==> src/hdl/jackal_pkg.sv <==
// Jackal main-CPU glue package holding the bus widths, address map, struct types and select codes
`default_nettype none

package jackal_pkg;

	// ============================================================
	// Widths that carry a meaning on the board
	// ============================================================

	// Main 6809 address and data bus
	typedef logic [15:0] cpu_addr_t;
	typedef logic [7:0]  cpu_data_t;

	// Shared RAM word address, 8 KB deep
	typedef logic [12:0] ram_addr_t;

	// Program ROM byte address covering both EPROMs
	typedef logic [16:0] prog_rom_addr_t;

	// Tilemap colour code where bit 4 flags the layer
	typedef logic [4:0]  color_code_t;

	// Index into the palette RAM
	typedef logic [10:0] pal_index_t;

	// ============================================================
	// Address map and fixed values
	// ============================================================

	// The I/O window is 0x0010 to 0x001F
	localparam cpu_addr_t IO_BASE = 16'h0010;
	localparam cpu_addr_t IO_MASK = 16'hFFF0;

	// Shared work RAM sits above the I/O registers up to 0x1FFF
	localparam cpu_addr_t RAM_LO = 16'h0060;
	localparam cpu_addr_t RAM_HI = 16'h1FFF;

	// Pull-ups leave an undriven bus reading all ones
	localparam cpu_data_t OPEN_BUS = 8'hFF;

	// Bootleg board type that has no blank line to the palette
	localparam logic [1:0] BOOTLEG_NO_BLANK = 2'b01;

	// ============================================================
	// Grouped signals
	// ============================================================

	// Main CPU bus as seen by the glue logic, rw high means read
	typedef struct packed {
		cpu_addr_t addr;
		cpu_data_t wdata;
		logic      rw;
	} cpu_bus_t;

	// Player controls, all active low as on the cabinet harness
	typedef struct packed {
		logic [1:0] coins;
		logic       service;
		logic [1:0] start;
		logic [3:0] p1_joystick;
		logic [3:0] p2_joystick;
		logic [1:0] p1_buttons;
		logic [1:0] p2_buttons;
		logic [7:0] p1_rotary;
		logic [7:0] p2_rotary;
	} player_controls_t;

	// High-score save port that can take over the shared RAM
	typedef struct packed {
		ram_addr_t addr;
		cpu_data_t wdata;
		logic      write;
		logic      access;
	} hiscore_port_t;

	// Bank-switch latch contents
	typedef struct packed {
		logic rom_bank;
		logic zram_bank;
		logic vram_bank;
	} bank_state_t;

	// Which source or sink the main CPU is talking to this cycle
	typedef enum logic [2:0] {
		SEL_NONE,
		SEL_CONTROLS,
		SEL_ROTARY,
		SEL_DIP2,
		SEL_BANK,
		SEL_RAM,
		SEL_ROM
	} bus_sel_e;

endpackage

`default_nettype wire

==> src/hdl/main_bus_ctrl.sv <==
// Main bus control, decodes the 6809 address and selects the byte returned to the CPU
`timescale 1ns/1ps
`default_nettype none

module main_bus_ctrl (
	input  wire                  clk_49m,
	input  wire                  n_sQlat_clr,
	input  jackal_pkg::cpu_bus_t cpu_bus,
	input  jackal_pkg::cpu_data_t io_rdata,
	input  jackal_pkg::cpu_data_t dip2,
	input  jackal_pkg::cpu_data_t ram_rdata,
	input  jackal_pkg::cpu_data_t rom_rdata,
	output jackal_pkg::bus_sel_e sel,
	output logic                 ram_we,
	output jackal_pkg::cpu_data_t cpu_rdata
);

	logic io_hit;
	logic ram_hit;
	logic rom_hit;

	// Selection of the previous cycle, used to line up the RAM latency
	jackal_pkg::bus_sel_e sel_q;

	// ============================================================
	// Address decode
	// ============================================================

	// I/O registers live where A[15:4] is 0x001
	assign io_hit = ((cpu_bus.addr & jackal_pkg::IO_MASK) == jackal_pkg::IO_BASE);

	assign ram_hit = (cpu_bus.addr >= jackal_pkg::RAM_LO) &&
		(cpu_bus.addr <= jackal_pkg::RAM_HI);

	// Either EPROM answers any read in the upper three quarters of the map
	assign rom_hit = cpu_bus.rw && (cpu_bus.addr[15:14] != 2'b00);

	always_comb begin
		sel = jackal_pkg::SEL_NONE;
		if (io_hit) begin
			// A[3:2] picks the register; the first three are read-only
			case (cpu_bus.addr[3:2])
				2'b00: if (cpu_bus.rw) sel = jackal_pkg::SEL_CONTROLS;
				2'b01: if (cpu_bus.rw) sel = jackal_pkg::SEL_ROTARY;
				2'b10: if (cpu_bus.rw) sel = jackal_pkg::SEL_DIP2;
				default: if (!cpu_bus.rw) sel = jackal_pkg::SEL_BANK;
			endcase
		end else if (ram_hit) begin
			sel = jackal_pkg::SEL_RAM;
		end else if (rom_hit) begin
			sel = jackal_pkg::SEL_ROM;
		end
	end

	// The RAM takes the write at the edge closing this cycle
	assign ram_we = (sel == jackal_pkg::SEL_RAM) && !cpu_bus.rw;

	always_ff @(posedge clk_49m or negedge n_sQlat_clr) begin
		if (!n_sQlat_clr) begin
			sel_q <= jackal_pkg::SEL_NONE;
		end else begin
			sel_q <= sel;
		end
	end

	// ============================================================
	// Read multiplexer
	// ============================================================

	// Registers first, then RAM data from the previous cycle, then ROM
	always_comb begin
		if ((sel == jackal_pkg::SEL_CONTROLS) || (sel == jackal_pkg::SEL_ROTARY)) begin
			cpu_rdata = io_rdata;
		end else if (sel == jackal_pkg::SEL_DIP2) begin
			cpu_rdata = dip2;
		end else if ((sel_q == jackal_pkg::SEL_RAM) && cpu_bus.rw) begin
			cpu_rdata = ram_rdata;
		end else if (sel == jackal_pkg::SEL_ROM) begin
			cpu_rdata = rom_rdata;
		end else begin
			cpu_rdata = jackal_pkg::OPEN_BUS;
		end
	end

	// The bank latch is write-only, a read there must never reach it
	a_bank_write_only: assert property (@(posedge clk_49m) disable iff (!n_sQlat_clr)
		(sel == jackal_pkg::SEL_BANK) |-> !cpu_bus.rw);

endmodule

`default_nettype wire

==> config.mk <==
export PLATFORM = sky130hd
export DESIGN_NAME = main_bus_ctrl
export DESIGN_NICKNAME = d
export VERILOG_FILES = /design/src/hdl/jackal_pkg.sv /design/src/hdl/main_bus_ctrl.sv
export SDC_FILE = /design/constraint.sdc
export NUM_CORES = 1
export LEC_CHECK = 0
export BUFFER_PORTS_ARGS = -buffer_cell sky130_fd_sc_hd__buf_2
export CORE_UTILIZATION = 32
export DETAILED_ROUTE_END_ITERATION = 7
export PLACE_DENSITY = 0.85
export RECOVER_POWER = 50
export SYNTH_ARGS = -nofsm -noshare
export SYNTH_HDL_FRONTEND = slang
export SYNTH_SLANG_ARGS = --single-unit
==> constraint.sdc <==
create_clock -name clk_49m -period 3.3 [get_ports clk_49m]
set_clock_uncertainty 0.2 [all_clocks]
set_input_delay 0.165 -clock clk_49m [delete_from_list [all_inputs] [get_ports clk_49m]]
set_output_delay 0.165 -clock clk_49m [all_outputs]
set_load 0.05 [all_outputs]
# Yosys cells after proc, flatten, opt, wreduce, memory -nomap -nowiden

Cells that the tools add are included.

Register bits after elaboration: 3
Bits of input ports: 59
Output and inout bits: 12
Word-level logic and storage cells: 32

$lt $le $gt $ge: 2
Equal/unequal tests: 9
Mux-type cells: 12
Reduce and logical (&&, ||, !) cells: 8

Operator list:

| operator                                                            | number |
|---|---|
| two-way mux 8 bit                                                   | 4 |
| greater-or-equal comparator 16 x 7 -> 1 bit (second input constant) | 1 |
| <= comparator 16 x 13 -> 1 bit (second input constant)              | 1 |
| == test 12 x 1 -> 1 bit (second input constant)                     | 1 |
| two-way mux 3 bit                                                   | 4 |
| == test 3 bit (second input constant)                               | 3 |
| one-hot mux 3 bit (3 select lines)                                  | 1 |
| == test 3 x 2 -> 1 bit (second input constant)                      | 2 |
| logical AND 1 bit                                                   | 4 |
| two-way mux 2 bit                                                   | 2 |
| == test 3 x 1 -> 1 bit (second input constant)                      | 1 |
| == test 2 x 1 -> 1 bit (second input constant)                      | 1 |
| == test 2 bit (second input constant)                               | 1 |
| logical NOT 2 bit                                                   | 1 |
| nonzero test 2 bit                                                  | 1 |
| logical NOT 1 bit                                                   | 1 |
| logical OR 1 bit                                                    | 1 |
| two-way mux 1 bit                                                   | 1 |

# Logic depth before layout (Yosys ltp)

Gate-level depths: netlist (run 1).

Depth after elaboration: 10
Mapped depth: 5
Depth with buffers taken out: 4

# Worst setup path after synthesis (run 1)

No wires, ideal clock.

Path kind: input to register
Start: input port cpu_bus[16] (netlist name)
End: register sel_q[0]
Library setup time: 208 ps
Data arrival time: 1553 ps
Data required time: 2892 ps
Slack: 1340 ps
Stages on the path: 4
Buffers on the path: 1
Path through: nor4_2 > nand4_1 > buf_2 > o21ai_1

Cells in the longest elaborated chain, start to end: 4
Elaborated cells between the ends (all ways): 6
Classes of those cells: 2 x order compare; 1 x eq/ne; 2 x mux; 1 x reduce/logical

Ends and longest elaborated chain:

| item                                                                                          | RTL line                                 | source |
|---|---|---|
| start, declared                                                                               | main_bus_ctrl.sv:8                       | `input jackal_pkg::cpu_bus_t cpu_bus,` |
| greater-or-equal comparator 16 x 7 -> 1 bit or <= comparator 16 x 13 -> 1 bit (tied branches) | main_bus_ctrl.sv:32, main_bus_ctrl.sv:33 |  |
| logical AND 1 bit                                                                             | main_bus_ctrl.sv:32                      | `assign ram_hit = (cpu_bus.addr >= jackal_pkg::RAM_LO) &&` |
| two-way mux 3 bit                                                                             | main_bus_ctrl.sv:48                      | `end else if (ram_hit) begin` |
| two-way mux 3 bit *                                                                           | main_bus_ctrl.sv:40                      | `if (io_hit) begin` |
| named net sel[0]                                                                              | main_bus_ctrl.sv:13                      | `output jackal_pkg::bus_sel_e sel,` |
| end signal, assigned                                                                          | main_bus_ctrl.sv:60                      | `sel_q <= jackal_pkg::SEL_NONE;` |
| end signal, assigned                                                                          | main_bus_ctrl.sv:62                      | `sel_q <= sel;` |
| end, declared                                                                                 | main_bus_ctrl.sv:23                      | `jackal_pkg::bus_sel_e sel_q;` |

Mark *: on every way through the listed nets, which the timed path passes. The rest lies on a longest branch.

# Worst setup path in the final report (run 1)

Start: input port cpu_bus[16] (netlist name)
End: output port sel[0]

Cells in the longest elaborated chain, start to end: 4
Elaborated cells between the ends (all ways): 6
Classes of those cells: 2 x order compare; 1 x eq/ne; 2 x mux; 1 x reduce/logical

Ends and longest elaborated chain:

| item                                                                                          | RTL line |
|---|---|
| greater-or-equal comparator 16 x 7 -> 1 bit or <= comparator 16 x 13 -> 1 bit (tied branches) | main_bus_ctrl.sv:32, main_bus_ctrl.sv:33 |
| logical AND 1 bit                                                                             | main_bus_ctrl.sv:32 |
| two-way mux 3 bit                                                                             | main_bus_ctrl.sv:48 |
| two-way mux 3 bit *                                                                           | main_bus_ctrl.sv:40 |
| end, declared                                                                                 | main_bus_ctrl.sv:13 |

Mark *: on every way between the ends. The rest lies on a longest branch, timed or not.

==> impl_results.md, run 1 <==
- Status: finished clean
- FMAX: 410 MHz
- Num rows: 13
- WHS: 0.0550 ns
- GRT Overall Usage: 23.6%
- Initial antenna violation count: 0
- Area Overhead vs Synth: 64.3%
- Total die area: 1720 sq um
- Ys Warns: 0
- CTS tree: done
- Sw Ratio: 41.2%
- Worst setup startpoint: cpu_bus[16]
- Layout cells sized above 1: 48.5%
- Worst Setup EP: sel[0]
- GP Congestion: 0.734
- Initial Utilization: 36.4%
- Post-Syn Nets: 130
- Crit share post-route: 73.9%
- Comb power frac: 48.4%
- CTS H-Tree Depth: 1
- Crit path launch type: input port
- Leakage power: 0.398 nW
- Reg clk slew, reported paths: 0.05 ns
- Post-Syn Area: 498 sq um
- Die Ht: 41.5 um
- WP data required: 2.93 ns
- Vias: 824
- Worst-margin pin slew: 0.622 ns
- Min cycle time layout: 2.44 ns
- Clock Power Share: 32.7%
- Setup WS pre-CTS: 1.12 ns
- DRC: 0
- FF+latch count, synth: 3
- Number of gates resized after CTS: 0
- Dpl hpwl: 1490 um
- PnR worst setup slack: 0.862 ns
- Ant. Diodes: 0
- Slew HR: 58.7%
- First-pass DRT Iterations: 4
- Clock buffer depth: 2
- Regs by FF count: sel_q: 3 flops
- Most frequent cell after synthesis: nor2_1
- Synth top area share: 15.1%
- Detail Route Antenna Nets: 0
- Max reg flops: 3
- Dominant cell type by area after synthesis: dfrtp_1
- EDFF count, synth: 0
- Sequential area share after synthesis: 15.1%
- Global-route wire length before repair: 3150 um
- Power Total: 213 uW
- Worst hold path class: in2async
- Via/cell ratio: 5.61
- Final Setup Violations: 0
- Flop pwr share: 18.9%
- GRT overflow: 0
- Layout Nets: 192
- Fin. Hold Viols: 0
- Drt total wl: 1950 um
- Internal power consumption: 125 uW
- Max Fanout on Critical Path: 12
- Num Clock Sinks: 3
- Power Density: 260 nW/um^2
- Setup TNS: 0 ns
- Post-Synthesis Cells: 71
- Max IR drop VDD: 0.206 mV
- Initial drt markers: 10
- Ys flop type: dfrtp_1
- Net Sw Power: 87.8 uW
- Die width: 41.5 um
- Top post-synthesis cells by area: dfrtp_1 15%, o2bb2ai_1 14%, a22oi_1 12%
- Vias in the first global route: 795
- Distinct cells, synth: 26
- Critical path class: in2out
- # Max-Cap Violations: 0
- Critical Path AT: 2.07 ns
- Root Buffer Master: clkbuf_4
- Largest net degree at the start of global routing: 13
- Post-synth ARST share: 100%
- I/O Pins: 71
- RSZ-0062 raised after global routing: false
- Most frequent cells after synthesis: 11 x nor2_1, 9 x nor3_1, 8 x a22oi_1, 8 x o21ai_0, 8 x o2bb2ai_1
- Critical path capture point type: output port
- Inserted Clock Buffers: 3
- Syn Area/Cell: 7.01 sq um
- Final Max Tran Viols: 0
- Routed length per instance: 13.3 um
- CORE AREA: 1370 sq um
- Top reg by flops: sel_q
- PortBufs: 60
-- how the worst min path moves through the flow --
stage               end        start  cells past startpoint
4_1_cts        sel_q[1]  n_sQlat_clr                      2
6_report       sel_q[1]  n_sQlat_clr                      2
3_3_place_gp   sel_q[1]  n_sQlat_clr                      1
5_1_grt        sel_q[1]  n_sQlat_clr                      2
3_5_place_dp   sel_q[0]  n_sQlat_clr                      1
2_1_floorplan  sel_q[0]  n_sQlat_clr                      0
-- logic make-up (layout without fill, tap and decap cells) --
group | Yosys count | count (layout) | share of synthesized area [%]
AOI/OAI and AO/OA | 28 | 28 | 43.5
xor gates and xnor gates | 1 | 1 | 1.76
buffers and inverters | 6 | 67 | 5.27
DFF | 3 | 3 | 15.1
and+or+nand+nor | 33 | 33 | 34.4
-- layout by cell type, fill, tap and decap left out --
| cell | count |
|---|---|
| inv_1 | 1 |
| clkbuf_1 | 4 |
| dfrtp_1 | 3 |
| nor3_1 | 9 |
| inv_2 | 1 |
| and3_1 | 1 |
| o21a_1 | 1 |
| dlygate4sd3_1 | 1 |
| nand3b_1 | 1 |
| o21bai_4 | 1 |
| nand2b_1 | 1 |
| and3b_1 | 1 |
| nand3_1 | 2 |
| buf_2 | 57 |
| nor4_1 | 1 |
| o21ai_0 | 9 |
| nor2_2 | 2 |
| o221ai_1 | 1 |
| a22oi_1 | 8 |
| nor2_1 | 11 |
| nor3b_1 | 1 |
| nand2_1 | 2 |
| clkbuf_4 | 3 |
| nand4_1 | 1 |
| o2bb2ai_1 | 8 |
| xnor2_1 | 1 |
-- layout make-up --
cell class                 instances  area (sq um)
clock buffer                       4          26.3
fill                             138           548
inverter                           2          7.51
multi-input combinational         62           384
sequential                         3          75.1
tap                               15          18.8
timing repair buffer              61           307
-- worst max-delay path: stages --
cell and delay, ns:
buf_2 0.09, nor4_1 0.36, nand4_1 0.47, o21ai_0 0.45
clkbuf_1 0.53
-- metrics by stage --
stage,std cells,utilization [%],instance area [sq um]
2_1_floorplan,71,-,498
3_3_place_gp,142,58.4,798
3_5_place_dp,142,58.4,798
4_1_cts,147,61.1,835
5_1_grt,147,59.9,818
6_report,147,59.9,818
-- power by group through the flow --
| stage | Combinational, mW | Clock [mW] | Sequential [mW] |
|---|---|---|---|
| finish | 0.103 | 0.0695 | 0.0403 |
| global route | 0.111 | 0.0719 | 0.0405 |
| CTS | 0.105 | 0.0690 | 0.0403 |
| detailed placement | 0.103 | 0 | 0.0407 |
| global placement | 0.101 | 0 | 0.0404 |
| floorplan | 0.0609 | 0 | 0.0404 |
-- routing by layer --
metal / GRT usage (%) / vias to the layer above / wire length (um)
met3: 6.09 / 8 / 183
li1: - / 397 / -
met4: 13.5 / 0 / 55
met2: 43.4 / 48 / 985
met1: 23.5 / 371 / 730
met5: 0 / - / 0
-- repair_timing --
| item | 4_1_cts | 5_1_grt |
|---|---|---|
| endpoints found under the hold margin | 3 | 0 |
| hold buffers | 1 | 0 |
| buffers inserted | 0 | 0 |
| setup endpoints to repair | 0 | 0 |
Power figures use the tool's default switching activity.
==> run 2: changes to the inputs <==
--- a/config.mk
+++ b/config.mk
@@ -6,9 +6,9 @@
 export NUM_CORES = 1
 export LEC_CHECK = 0
 export BUFFER_PORTS_ARGS = -buffer_cell sky130_fd_sc_hd__buf_2
-export CORE_UTILIZATION = 32
+export CORE_UTILIZATION = 26
 export DETAILED_ROUTE_END_ITERATION = 7
-export PLACE_DENSITY = 0.85
+export PLACE_DENSITY = 0.74
 export RECOVER_POWER = 50
 export SYNTH_ARGS = -nofsm -noshare
 export SYNTH_HDL_FRONTEND = slang
==> constraint.sdc (replaced) <==
create_clock -name clk_49m -period 2.1 [get_ports clk_49m]
set_clock_uncertainty 0.2 [all_clocks]
set_input_delay 0.105 -clock clk_49m [delete_from_list [all_inputs] [get_ports clk_49m]]
set_output_delay 0.105 -clock clk_49m [all_outputs]
set_load 0.05 [all_outputs]
==> run 2 against run 1 <==
Global-route usage shrank 5.1 points. Sequential share of layout area shrank 0.43 points. Worst hold slack lost 0.0014 ns. Non-clock buffer count grew 2. Critical endpoint is now cpu_rdata[7].
==> impl_results.md, run 2 (synthesized netlist as in run 1, its figures left out) <==
- Initial drt markers: 19 (+9)
- PortBufs: 60 (unchanged)
- # Max-Cap Violations: 0 (unchanged)
- Initial antenna violation count: 0 (unchanged)
- Ant. Diodes: 0 (unchanged)
- Worst hold path class: in2reg
- Vias in the first global route: 742 (-6.7%)
- CTS H-Tree Depth: 1 (unchanged)
- Critical path class: reg2out
- Die Ht: 45.8 um (+10%)
- CTS tree: done
- Util after Layout: 48.7% (-11 points)
- Detail Route Antenna Nets: 0 (unchanged)
- Layout Nets: 194 (+1.0%)
- Power Total: 330 uW (+55%)
- Worst stage delay on the critical path: 0.38 ns (-0.15 ns)
- Die width: 45.8 um (+10%)
- Via/cell ratio: 5.09 (-9.1%)
- Fin. Hold Viols: 0 (unchanged)
- Setup WS pre-CTS: 0.191 ns (-0.930 ns)
- First-pass DRT Iterations: 4 (unchanged)
- Num Clock Sinks: 3 (unchanged)
- Critical Path AT: 1.68 ns (-0.39 ns)
- CORE AREA: 1760 sq um (+29%)
- Crit path cell chain: and3b_1 -> nor3_1 -> o21ai_0 -> o2bb2ai_1 -> buf_2
- Number of gates resized after CTS: 0 (unchanged)
- Max reg flops: 3 (unchanged)
- # hold bufs at CTS: 2 (+1)
- Min cycle time layout: 1.99 ns
- Commonest non-fill, non-tap cell in the layout: buf_2
- Status: finished clean
- Vias: 810 (-1.7%)
- Regs by FF count: sel_q: 3 flops
- Critical path capture point type: output port
- Total die area: 2090 sq um (+22%)
- Top reg by flops: sel_q
- Dpl hpwl: 1550 um (+3.8%)
- Layout cells sized above 1: 51.5% (+3.0 points)
- Num rows: 15 (+2)
- Clock buffer depth: 2 (unchanged)
- Routed length per instance: 12.1 um (-8.9%)
- Crit path launch type: register
- I/O Pins: 71 (unchanged)
- Drt total wl: 1930 um (-1.5%)
- Inserted Clock Buffers: 3 (unchanged)
- GRT overflow: 0 (unchanged)
- Largest net degree at the start of global routing: 13 (unchanged)
- WHS: 0.0537 ns (-0.00135 ns)
- Worst path slowest cell: and3b_1
- GP Congestion: 0.761 (+3.6%)
- DRC: 0 (unchanged)
- WP data required: 1.79 ns (-1.14 ns)
- Setup Buffers After CTS: 0 (unchanged)
- Initial Utilization: 28.2% (-8.2 points)
- FMAX: 504 MHz
- RSZ-0062 raised after global routing: false
- Max Fanout on Critical Path: 8 (-4)
- Crit share post-route: 94.5%
- Most frequent cells in the layout: 59 x buf_2, 11 x nor2_1, 9 x nor3_1, 9 x o21ai_0
- Global-route wire length before repair: 2820 um (-11%)
- Max IR drop VDD: 0.405 mV (+97%)
- Setup TNS: 0 ns (unchanged)
- Area Overhead vs Synth: 72.4%
- PnR worst setup slack: 0.115 ns (-0.747 ns)
- GRT Overall Usage: 18.5% (-5.1 points)
- Worst-margin pin slew: 0.418 ns (-0.205 ns)
- Power Density: 384 nW/um^2 (+48%)
- Reg clk slew, reported paths: 0.03 ns (-0.02 ns)
- Slew HR: 72.1% (+13 points)
- Final Setup Violations: 0 (unchanged)
- Leakage power: 0.415 nW (+4.5%)
- Root Buffer Master: clkbuf_4
- Final Max Tran Viols: 0 (unchanged)
run 2: cell types whose count changed in the layout (fill, tap and decap cells not counted):
cell and change:
nor4_2 +1, clkbuf_1 -3, dlygate4sd3_1 +1, buf_4 +1, buf_2 +2, nor4_1 -1
clkbuf_2 +1
run 2: layout make-up:
| class | count | area, sq um |
|---|---|---|
| fill | 181 | 906 |
| multi-input combinational | 62 | 390 |
| timing repair buffer | 63 | 328 |
| sequential | 3 | 75.1 |
| tap | 25 | 31.3 |
| clock buffer | 4 | 26.3 |
| inverter | 2 | 7.51 |
run 2: path summary, 6_finish.rpt:
path / depth (start not counted) / slack, ns / endpoint / from
hold / removal: 3 / 0.05 / sel_q[1] / cpu_bus[0]
max in group asynchronous: 3 / 0.95 / sel_q[0] / n_sQlat_clr
min in group asynchronous: 3 / 0.58 / sel_q[2] / n_sQlat_clr
setup / recovery: 5 / 0.11 / cpu_rdata[7] / sel_q[1]
run 2: power by group:
part,total [mW],switching (mW),internal (mW)
clock network,0.101,0.0297,0.0711
registers,0.0633,0.00164,0.0617
logic,0.165,0.0997,0.0657
run 2: routing by layer:
metal  GRT usage (%)  share of wire, %  vias to the layer above
met5               0                 0                        -
met4            5.29                 0                        0
met3            5.56               9.0                        0
met2            35.7                52                       49
met1            18.9                39                      361
li1                -                 -                      400
run 2: through the flow:
stage          instances  cell area [sq um]
2_1_floorplan         71                498
3_3_place_gp         153                818
3_5_place_dp         153                818
4_1_cts              159                865
5_1_grt              159                858
6_report             159                858
run 2: critical path: cells and delay by family, from the launching register on:
family                 cells  cell delay (ns)
DFF                        1             0.36
buffers and inverters      1             0.27
and+or+nand+nor            2             0.45
AOI/OAI and AO/OA          2             0.37
